$ cat config.mk
export PLATFORM = sky130hd
export DESIGN_NAME = ldq_top
export DESIGN_NICKNAME = d
export VERILOG_FILES = /design/src/design/ldq_state_pkg.sv /design/src/design/lsu_if_pkg.sv /design/src/design/ldq_alloc.sv /design/src/design/ldq_entry_array.sv /design/src/design/ldq_issue_select.sv /design/src/design/ldq_writeback_select.sv /design/src/design/ldq_top.sv
export SDC_FILE = /design/constraint.sdc
export NUM_CORES = 1
export LEC_CHECK = 0
export ABC_AREA = 1
export BUFFER_PORTS_ARGS = -buffer_cell sky130_fd_sc_hd__buf_4
export CAP_MARGIN = 10
export CORE_UTILIZATION = 50
export DETAILED_ROUTE_END_ITERATION = 6
export MAX_ROUTING_LAYER = met4
export PLACE_DENSITY = 0.65
export SETUP_SLACK_MARGIN = 0.4
export SYNTH_ARGS = -nofsm -noshare
export SYNTH_HDL_FRONTEND = slang
export SYNTH_SLANG_ARGS = --single-unit
$ cat constraint.sdc
create_clock -name clk -period 4.9 [get_ports clk]
set_input_delay 0.245 -clock clk [delete_from_list [all_inputs] [get_ports clk]]
set_output_delay 0.245 -clock clk [all_outputs]
set_load 0.05 [all_outputs]
$ cat src/design/ldq_state_pkg.sv
`default_nettype none

package ldq_state_pkg;

	localparam int LDQ_DEPTH = 8;
	localparam int LDQ_TAG_W = $clog2(LDQ_DEPTH);
	localparam int XLEN      = 32;
	localparam int PRF_W     = 6;
	localparam int ROB_W     = 6;

	// life of one queue entry
	typedef enum logic [2:0] {
		LDQ_FREE,
		LDQ_WAIT_ADDR,
		LDQ_READY,     // address known, not yet sent to the cache
		LDQ_ISSUED,
		LDQ_HAS_DATA,
		LDQ_DONE       // written back, waits for retire
	} ldq_state_e;

	typedef struct packed {
		logic [XLEN-1:0]  addr;
		logic [2:0]       size;
		logic [XLEN-1:0]  pc;
		logic [PRF_W-1:0] dest_prn;
		logic [ROB_W-1:0] rob_tag;
		logic [XLEN-1:0]  data;
	} ldq_payload_t;

	// lowest set bit wins, 0 for an empty mask
	function automatic logic [LDQ_TAG_W-1:0] lowest_index(input logic [LDQ_DEPTH-1:0] mask);
		logic [LDQ_TAG_W-1:0] idx;
		idx = '0;
		for (int i = LDQ_DEPTH - 1; i >= 0; i--) begin
			if (mask[i]) begin
				idx = LDQ_TAG_W'(i);
			end
		end
		return idx;
	endfunction

endpackage

`default_nettype wire

$ cat src/design/lsu_if_pkg.sv
`default_nettype none

package lsu_if_pkg;

	typedef logic [ldq_state_pkg::LDQ_TAG_W-1:0] ldq_tag_t;

	typedef struct packed {
		ldq_tag_t tag;
	} dispatch_resp_t;

	// address phase from the execute stage
	typedef struct packed {
		logic                            valid;
		ldq_tag_t                        tag;
		logic [ldq_state_pkg::XLEN-1:0]  addr;
		logic [2:0]                      size;
		logic [ldq_state_pkg::XLEN-1:0]  pc;
		logic [ldq_state_pkg::PRF_W-1:0] prn;
		logic [ldq_state_pkg::ROB_W-1:0] rob_tag;
	} execute_ld_t;

	typedef struct packed {
		logic [ldq_state_pkg::XLEN-1:0] addr;
		logic [2:0]                     size;
		ldq_tag_t                       tag;
	} issue_req_t;

	// cache returns data by queue tag
	typedef struct packed {
		logic                           valid;
		ldq_tag_t                       tag;
		logic [ldq_state_pkg::XLEN-1:0] data;
	} dcache_resp_t;

	typedef struct packed {
		logic [ldq_state_pkg::XLEN-1:0]  data;
		logic [ldq_state_pkg::XLEN-1:0]  pc;
		logic [ldq_state_pkg::PRF_W-1:0] dest_prn;
		logic [ldq_state_pkg::ROB_W-1:0] rob_tag;
	} writeback_t;

	typedef struct packed {
		logic     valid;
		ldq_tag_t tag;
	} retire_slot_t;

endpackage

`default_nettype wire

$ cat src/design/ldq_alloc.sv
`default_nettype none

module ldq_alloc #(
	parameter int DISPATCH_WIDTH = 4
) (
	input  wire                                 clk,
	input  wire                                 rst_n,
	input  wire                                 pipe_flush,
	input  wire  [DISPATCH_WIDTH-1:0]           dispatch_valid,
	input  wire  lsu_if_pkg::retire_slot_t      retire [DISPATCH_WIDTH],
	output logic                                dispatch_ready,
	output lsu_if_pkg::dispatch_resp_t          dispatch_resp [DISPATCH_WIDTH],
	output logic [ldq_state_pkg::LDQ_DEPTH-1:0] alloc_strobe,
	output logic [ldq_state_pkg::LDQ_DEPTH-1:0] retire_strobe
);

	import ldq_state_pkg::*;

	// msb of each pointer is the wrap bit
	logic [LDQ_TAG_W:0] head_ptr;
	logic [LDQ_TAG_W:0] tail_ptr;
	logic [LDQ_TAG_W:0] occupancy;
	logic [LDQ_TAG_W:0] disp_cnt;
	logic [LDQ_TAG_W:0] ret_cnt;
	logic [LDQ_TAG_W:0] slot_ptr;

	assign occupancy      = tail_ptr - head_ptr;
	assign dispatch_ready = int'(occupancy) + DISPATCH_WIDTH <= LDQ_DEPTH; // room for a full group

	// valid slots take consecutive tags from tail, holes read 0
	always_comb begin
		disp_cnt     = '0;
		slot_ptr     = tail_ptr;
		alloc_strobe = '0;
		for (int s = 0; s < DISPATCH_WIDTH; s++) begin
			slot_ptr         = tail_ptr + disp_cnt;
			dispatch_resp[s] = '0;
			if (dispatch_valid[s]) begin
				dispatch_resp[s].tag                  = slot_ptr[LDQ_TAG_W-1:0];
				alloc_strobe[slot_ptr[LDQ_TAG_W-1:0]] = 1'b1;
				disp_cnt                              = disp_cnt + 1'b1;
			end
		end
	end

	always_comb begin
		ret_cnt       = '0;
		retire_strobe = '0;
		for (int s = 0; s < DISPATCH_WIDTH; s++) begin
			if (retire[s].valid) begin
				retire_strobe[retire[s].tag] = 1'b1;
				ret_cnt                      = ret_cnt + 1'b1;
			end
		end
	end

	always_ff @(posedge clk or negedge rst_n) begin
		if (!rst_n) begin
			head_ptr <= '0;
			tail_ptr <= '0;
		end else if (pipe_flush) begin
			head_ptr <= '0; // tags restart at 0
			tail_ptr <= '0;
		end else begin
			head_ptr <= head_ptr + ret_cnt;
			tail_ptr <= tail_ptr + disp_cnt;
		end
	end

	// the commit side never retires more loads than are in flight
	assert property (@(posedge clk) disable iff (!rst_n) ret_cnt <= occupancy)
		else $error("ldq_alloc: %0d retires with %0d loads in queue", ret_cnt, occupancy);

endmodule

`default_nettype wire

$ cat src/design/ldq_entry_array.sv
`default_nettype none

module ldq_entry_array (
	input  wire                                 clk,
	input  wire                                 rst_n,
	input  wire                                 pipe_flush,
	input  wire  [ldq_state_pkg::LDQ_DEPTH-1:0] alloc_strobe,
	input  wire  [ldq_state_pkg::LDQ_DEPTH-1:0] retire_strobe,
	input  wire  lsu_if_pkg::execute_ld_t       execute_ld,
	input  wire                                 issue_accept,
	input  wire  lsu_if_pkg::ldq_tag_t          issue_tag,
	input  wire  lsu_if_pkg::dcache_resp_t      dcache_resp,
	input  wire                                 wb_accept,
	input  wire  lsu_if_pkg::ldq_tag_t          wb_tag,
	output logic [ldq_state_pkg::LDQ_DEPTH-1:0] ready_mask,
	output logic [ldq_state_pkg::LDQ_DEPTH-1:0] data_mask,
	output ldq_state_pkg::ldq_payload_t         payload [ldq_state_pkg::LDQ_DEPTH]
);

	import ldq_state_pkg::*;
	import lsu_if_pkg::*;

	ldq_state_e           state [LDQ_DEPTH];
	logic [LDQ_DEPTH-1:0] exec_hit;
	logic [LDQ_DEPTH-1:0] issue_hit;
	logic [LDQ_DEPTH-1:0] resp_hit;
	logic [LDQ_DEPTH-1:0] wb_hit;

	for (genvar e = 0; e < LDQ_DEPTH; e++) begin : g_entry
		localparam ldq_tag_t ENTRY_TAG = ldq_tag_t'(e);

		assign exec_hit[e]  = execute_ld.valid && execute_ld.tag == ENTRY_TAG;
		assign issue_hit[e] = issue_accept && issue_tag == ENTRY_TAG;
		assign resp_hit[e]  = dcache_resp.valid && dcache_resp.tag == ENTRY_TAG;
		assign wb_hit[e]    = wb_accept && wb_tag == ENTRY_TAG;

		assign ready_mask[e] = state[e] == LDQ_READY;
		assign data_mask[e]  = state[e] == LDQ_HAS_DATA;

		always_ff @(posedge clk or negedge rst_n) begin
			if (!rst_n) begin
				state[e] <= LDQ_FREE;
			end else if (pipe_flush) begin
				state[e] <= LDQ_FREE;
			end else begin
				case (state[e])
					LDQ_FREE:      if (alloc_strobe[e]) state[e] <= LDQ_WAIT_ADDR;
					LDQ_WAIT_ADDR: if (exec_hit[e]) state[e] <= LDQ_READY;
					LDQ_READY:     if (issue_hit[e]) state[e] <= LDQ_ISSUED;
					LDQ_ISSUED:    if (resp_hit[e]) state[e] <= LDQ_HAS_DATA;
					LDQ_HAS_DATA:  if (wb_hit[e]) state[e] <= LDQ_DONE;
					LDQ_DONE:      if (retire_strobe[e]) state[e] <= LDQ_FREE;
					default:       state[e] <= LDQ_FREE;
				endcase
			end
		end

		always_ff @(posedge clk) begin
			if (exec_hit[e]) begin
				payload[e].addr     <= execute_ld.addr;
				payload[e].size     <= execute_ld.size;
				payload[e].pc       <= execute_ld.pc;
				payload[e].dest_prn <= execute_ld.prn;
				payload[e].rob_tag  <= execute_ld.rob_tag;
			end
			if (resp_hit[e]) begin
				payload[e].data <= dcache_resp.data;
			end
		end

		// execute only ever names a load that is allocated and still without address
		assert property (@(posedge clk) disable iff (!rst_n || pipe_flush)
			exec_hit[e] |-> state[e] == LDQ_WAIT_ADDR)
			else $error("ldq_entry_array: execute to entry %0d in %s", e, state[e].name());

		// the cache only answers requests it accepted earlier
		assert property (@(posedge clk) disable iff (!rst_n || pipe_flush)
			resp_hit[e] |-> state[e] == LDQ_ISSUED)
			else $error("ldq_entry_array: response to entry %0d in %s", e, state[e].name());

		assert property (@(posedge clk) disable iff (!rst_n || pipe_flush)
			retire_strobe[e] |-> state[e] == LDQ_DONE)
			else $error("ldq_entry_array: retire of entry %0d in %s", e, state[e].name());
	end

endmodule

`default_nettype wire

$ cat src/design/ldq_issue_select.sv
`default_nettype none

module ldq_issue_select (
	input  wire                                 clk,
	input  wire                                 rst_n,
	input  wire                                 pipe_flush,
	input  wire  [ldq_state_pkg::LDQ_DEPTH-1:0] ready_mask,
	input  wire  ldq_state_pkg::ldq_payload_t   payload [ldq_state_pkg::LDQ_DEPTH],
	input  wire                                 issue_ready,
	output lsu_if_pkg::issue_req_t              issue_req,
	output logic                                issue_valid,
	output logic                                issue_accept,
	output lsu_if_pkg::ldq_tag_t                issue_tag
);

	import ldq_state_pkg::*;
	import lsu_if_pkg::*;

	logic [LDQ_DEPTH-1:0] candidates;
	ldq_tag_t             sel_tag;

	assign issue_accept = issue_valid && issue_ready;
	assign issue_tag    = issue_req.tag;

	// the entry leaving at this edge is not picked again
	always_comb begin
		candidates = ready_mask;
		if (issue_accept) begin
			candidates[issue_req.tag] = 1'b0;
		end
	end

	assign sel_tag = lowest_index(candidates);

	always_ff @(posedge clk or negedge rst_n) begin
		if (!rst_n) begin
			issue_valid <= 1'b0;
		end else if (pipe_flush) begin
			issue_valid <= 1'b0;
		end else begin
			issue_valid <= |candidates;
		end
	end

	always_ff @(posedge clk) begin
		issue_req.addr <= payload[sel_tag].addr;
		issue_req.size <= payload[sel_tag].size;
		issue_req.tag  <= sel_tag; // reselected every cycle under back-pressure
	end

	// a stalled request holds unless an older slot in the array became ready
	assert property (@(posedge clk) disable iff (!rst_n || pipe_flush)
		issue_valid && !issue_ready |=> issue_valid &&
			(issue_req == $past(issue_req) || issue_req.tag < $past(issue_req.tag)))
		else $error("ldq_issue_select: stalled request changed to tag %0d", issue_req.tag);

endmodule

`default_nettype wire

$ cat src/design/ldq_writeback_select.sv
`default_nettype none

module ldq_writeback_select (
	input  wire  [ldq_state_pkg::LDQ_DEPTH-1:0] data_mask,
	input  wire  ldq_state_pkg::ldq_payload_t   payload [ldq_state_pkg::LDQ_DEPTH],
	input  wire                                 writeback_ready,
	output lsu_if_pkg::writeback_t              writeback,
	output logic                                writeback_valid,
	output logic                                wb_accept,
	output lsu_if_pkg::ldq_tag_t                wb_tag
);

	import ldq_state_pkg::*;

	// lowest index holding data goes first
	assign wb_tag          = lowest_index(data_mask);
	assign writeback_valid = |data_mask;

	assign writeback = '{
		data:     payload[wb_tag].data,
		pc:       payload[wb_tag].pc,
		dest_prn: payload[wb_tag].dest_prn,
		rob_tag:  payload[wb_tag].rob_tag
	};

	assign wb_accept = writeback_valid && writeback_ready; // entry moves to done at this edge

endmodule

`default_nettype wire

$ cat src/design/ldq_top.sv
`default_nettype none

module ldq_top #(
	parameter int DISPATCH_WIDTH = 4
) (
	input  wire                           clk,
	input  wire                           rst_n,
	input  wire                           pipe_flush,
	input  wire  [DISPATCH_WIDTH-1:0]     dispatch_valid,
	output logic                          dispatch_ready,
	output lsu_if_pkg::dispatch_resp_t    dispatch_resp [DISPATCH_WIDTH],
	input  wire  lsu_if_pkg::execute_ld_t execute_ld,
	output lsu_if_pkg::issue_req_t        issue_req,
	output logic                          issue_valid,
	input  wire                           issue_ready,
	input  wire lsu_if_pkg::dcache_resp_t dcache_resp,
	output lsu_if_pkg::writeback_t        writeback,
	output logic                          writeback_valid,
	input  wire                           writeback_ready,
	input  wire lsu_if_pkg::retire_slot_t retire [DISPATCH_WIDTH]
);

	import ldq_state_pkg::*;
	import lsu_if_pkg::*;

	logic [LDQ_DEPTH-1:0] alloc_strobe;
	logic [LDQ_DEPTH-1:0] retire_strobe;
	logic [LDQ_DEPTH-1:0] ready_mask;
	logic [LDQ_DEPTH-1:0] data_mask;
	ldq_payload_t         payload [LDQ_DEPTH];
	logic                 issue_accept;
	ldq_tag_t             issue_tag;
	logic                 wb_accept;
	ldq_tag_t             wb_tag;

	ldq_alloc #(
		.DISPATCH_WIDTH(DISPATCH_WIDTH)
	) u_alloc (
		.clk            (clk),
		.rst_n          (rst_n),
		.pipe_flush     (pipe_flush),
		.dispatch_valid (dispatch_valid),
		.retire         (retire),
		.dispatch_ready (dispatch_ready),
		.dispatch_resp  (dispatch_resp),
		.alloc_strobe   (alloc_strobe),
		.retire_strobe  (retire_strobe)
	);

	ldq_entry_array u_entries (
		.clk           (clk),
		.rst_n         (rst_n),
		.pipe_flush    (pipe_flush),
		.alloc_strobe  (alloc_strobe),
		.retire_strobe (retire_strobe),
		.execute_ld    (execute_ld),
		.issue_accept  (issue_accept),
		.issue_tag     (issue_tag),
		.dcache_resp   (dcache_resp),
		.wb_accept     (wb_accept),
		.wb_tag        (wb_tag),
		.ready_mask    (ready_mask),
		.data_mask     (data_mask),
		.payload       (payload)
	);

	ldq_issue_select u_issue (
		.clk          (clk),
		.rst_n        (rst_n),
		.pipe_flush   (pipe_flush),
		.ready_mask   (ready_mask),
		.payload      (payload),
		.issue_ready  (issue_ready),
		.issue_req    (issue_req),
		.issue_valid  (issue_valid),
		.issue_accept (issue_accept),
		.issue_tag    (issue_tag)
	);

	ldq_writeback_select u_writeback (
		.data_mask       (data_mask),
		.payload         (payload),
		.writeback_ready (writeback_ready),
		.writeback       (writeback),
		.writeback_valid (writeback_valid),
		.wb_accept       (wb_accept),
		.wb_tag          (wb_tag)
	);

endmodule

`default_nettype wire

==> impl_metrics.csv <==
group,metric,value,unit
synthesis,synth_cell_types,42,
global_route,overflow,0,
placed_design,place_area,0.0432,sq mm
synthesis,syn_area,0.0401,sq mm
route,detail_route.wl_per_cell,19.6,um
run,cap_violations,0,
power,pwr-share-comb,0.397,
clock_network,cts_tree,"yes",
layout,final_core_util,0.601,
route,met1Wirelength,42200,um
synthesis,synthFlopType,"edfxtp_1",
placed_design,gp_congestion,0.965,
clock_network,post_cts_buffers,0,
synthesis,ys_async_sr_fraction,0.0344,
global_route,grt_usage,0.252,
route,routed_wl,99600,um
timing,drv_slew,0,
clock_network,cts_root_buffer,"clkbuf_16",
layout,layout_commonest_cell,"nand2_1",
global_route,grt_pass1_vias,26400,
clock_network,insertion_delay,0.66,ns
power,leakagePower,19.1,nW
timing,skew,0.0278,ns
floorplan,die_y,285,um
synthesis,ys_warn_count,0,
placed_design,hpwl,52700,um
global_route,grt_max_degree,153,
min_path,hold_path_class,"in -> async",
route,firstDrtPassIters,6,
synthesis,synth_edf_count,888,
timing,layout_setup_ws,0.731,ns
layout,layout-drive-gt1-share,0.123,
power,p_per_area,596,mW/mm^2
timing,worst_slew_pin_slew,1.01,ns
route,drt_iter0_drc,2500,
timing,setup_viol,0,
setup_path,crit_required,4.66,ns
floorplan,core-area,0.0791,sq mm
clock_network,clk_pin_slew_worst_paths,0.07,ns
layout,nets,4095,
layout,final_cell_mix,"1002 x nand2_1, 888 x edfxtp_1, 542 x nand3_1, 407 x inv_1, 291 x buf_4",
route,drc,0,
power,pwr-share-clk,0.259,
route,wl_met2,48300,um
layout,final_area,0.0476,sq mm
route,vias_per_cell,5.36,
placed_design,portBuffers,272,
synthesis,ys_seq_area_frac,0.705,
setup_path,path_max_fanout,152,
power,internal-power,16.8,mW
timing,finalHoldViolations,0,
global_route,grt_pass1_wl,153000,um
setup_path,worstSetupPathType,"reg -> out",
synthesis,synth.avg_cell_area,11.2,sq um
clock_network,cts_buffer_depth,3,
timing,layout_min_cycle_time,4.17,ns
power,vdd_ir_drop_max,481,uV
timing,tns,0,ns
global_route,antenna_found_initial,11,
floorplan,die_area,0.0813,sq mm
route,top_layer_used,"met4",
synthesis,syn_inst,3580,
timing,grt_setup_unrepaired,"false",
power,p_sw_frac,0.406,
clock_network,htree_levels,3,
timing,clock.fmax,0.240,GHz
timing,relSlewSlack,0.324,
route,routed-wl-met3,6790,um
run_status,status,"finished, final reports clean",
synthesis,synth.ff_latch_count,959,
setup_path,critPathCaptureType,"primary output",
floorplan,io_pins,273,
floorplan,start_util,0.507,
floorplan,core.rowCount,103,
route,drtAntennaViolNets,0,
setup_path,start_kind,"flop",
power,p_sw,11.5,mW
clock_network,cts_buffers,101,
synthesis,syn-num-nets,3747,
power,power_frac_seq,0.345,
placed_design,pre_cts_slack,1.36,ns
timing,finalCritPeriodShare,0.851,
clock_network,cts.sinks,959,
route,vias,27200,
setup_path,cp_data_arrival_time,3.92,ns
layout,area_growth,18.7,%
floorplan,die_w,285,um
timing,hold_ws,0.118,ns
## area by class of cell
type                            instances  area, sq um
Sequential cell                       959        28300
Antenna cell                           14         35.0
Timing Repair Buffer                  418         3600
Tap cell                             1050         1310
Fill cell                            6325        31600
Inverter                              418         1580
Clock inverter                         47          438
Multi-Input combinational cell       2030         9590
Clock buffer                          138         2770
## worst max-delay path, stage by stage (launching register included)
cell and delay [ns]:
dfrtp_1 0.43, nor2_1 0.15, nand2_1 0.11, nand2_1 0.11, nand2_1 0.05, nand2_1 0.06
nand2_1 0.12, nand2_8 0.54, nand2_2 0.18, a21oi_4 0.21, buf_16 0.54, nand2_1 0.10
nand3_1 0.12, nand2_1 0.17, inv_1 0.11, buf_4 0.20
## registers in the layout (all words and copies together), names as in the netlist
name,count
u_entries.state,24
u_issue.issue_valid,1
u_alloc.tail_ptr,4
u_alloc.head_ptr,4
u_entries.payload,888
u_issue.issue_req,35
u_issue.issue_tag,3
## path summary, 6_finish.rpt
path / end / slack, ns / from / depth (start not counted)
setup / recovery: writeback[34] / 0.73 / u_entries.state[3]$_DFFE_PN0P_ / 15
hold / removal: u_alloc.tail_ptr[1]$_DFF_PN0_ / 0.12 / rst_n / 2
setup reg to reg: u_issue.issue_req[12]$_DFF_P_ / 1.47 / u_issue.issue_tag[0]$_DFF_P_ / 12
hold reg to reg: u_entries.state[0]$_DFFE_PN0P_ / 0.53 / u_entries.state[0]$_DFFE_PN0P_ / 2
max in group asynchronous: u_entries.state[11]$_DFFE_PN0P_ / 4.43 / rst_n / 2
min in group clk: u_alloc.head_ptr[0]$_DFF_PN0_ / 0.15 / retire[3] / 5
## logic make-up (layout without fill, tap and decap cells)
logic type	after synthesis	after routing	share of synthesized area
other	0	14	0
buffers and inverters	591	1021	0.0598
XOR/XNOR	15	15	0.00328
AO/OA/AOI/OAI	191	191	0.0263
AND/OR/NAND/NOR	1801	1801	0.198
adder cells (fa/ha/maj)	23	23	0.00793
flip-flops	959	959	0.705
## power by group through the flow
stage / logic [mW] / clock network, mW / registers [mW]
final: 11.2 / 7.33 / 9.78
after floorplan: 7.47 / 0 / 10.4
after CTS: 11.3 / 7.46 / 9.77
after detailed placement: 11.2 / 0 / 9.94
after global routing: 12.3 / 7.78 / 9.81
after global placement: 11.1 / 0 / 9.93
## synth_stat cells (8+ instances only)
library cell	count	area [sq um]
nand2_1	1003	3760
edfxtp_1	888	26700
nand3_1	542	2710
inv_1	408	1530
a21oi_1	146	731
nand4_1	98	613
buf_2	92	460
nor2_1	77	289
clkbuf_1	58	218
dfxtp_1	38	761
nand3b_1	36	270
dfrtp_1	33	826
nor3_1	28	140
ha_1	19	238
buf_4	13	97.6
o21ai_0	13	65.1
xor2_1	10	87.6
inv_2	9	33.8
buf_1	8	30.0
nand2_2	8	50.1
## metal layers
metal | up-vias | GRT usage
met5 | - | -
met4 | 0 | 0.0733
met3 | 169 | 0.0374
met2 | 885 | 0.407
met1 | 13200 | 0.331
li1 | 13000 | -
## metrics by stage
stage          total power, mW  std cells
3_3_place_gp              21.0       4762
6_report                  28.4       5074
2_1_floorplan             17.9       3580
3_5_place_dp              21.1       4762
4_1_cts                   28.5       5060
5_1_grt                   29.9       5070
## what timing repair did
action,4_1_cts,5_1_grt
hold buffers,113,0
gates resized for setup,0,1
setup endpoints to repair,0,2
hold endpoints to repair,932,0
Power figures use the tool's default switching activity.
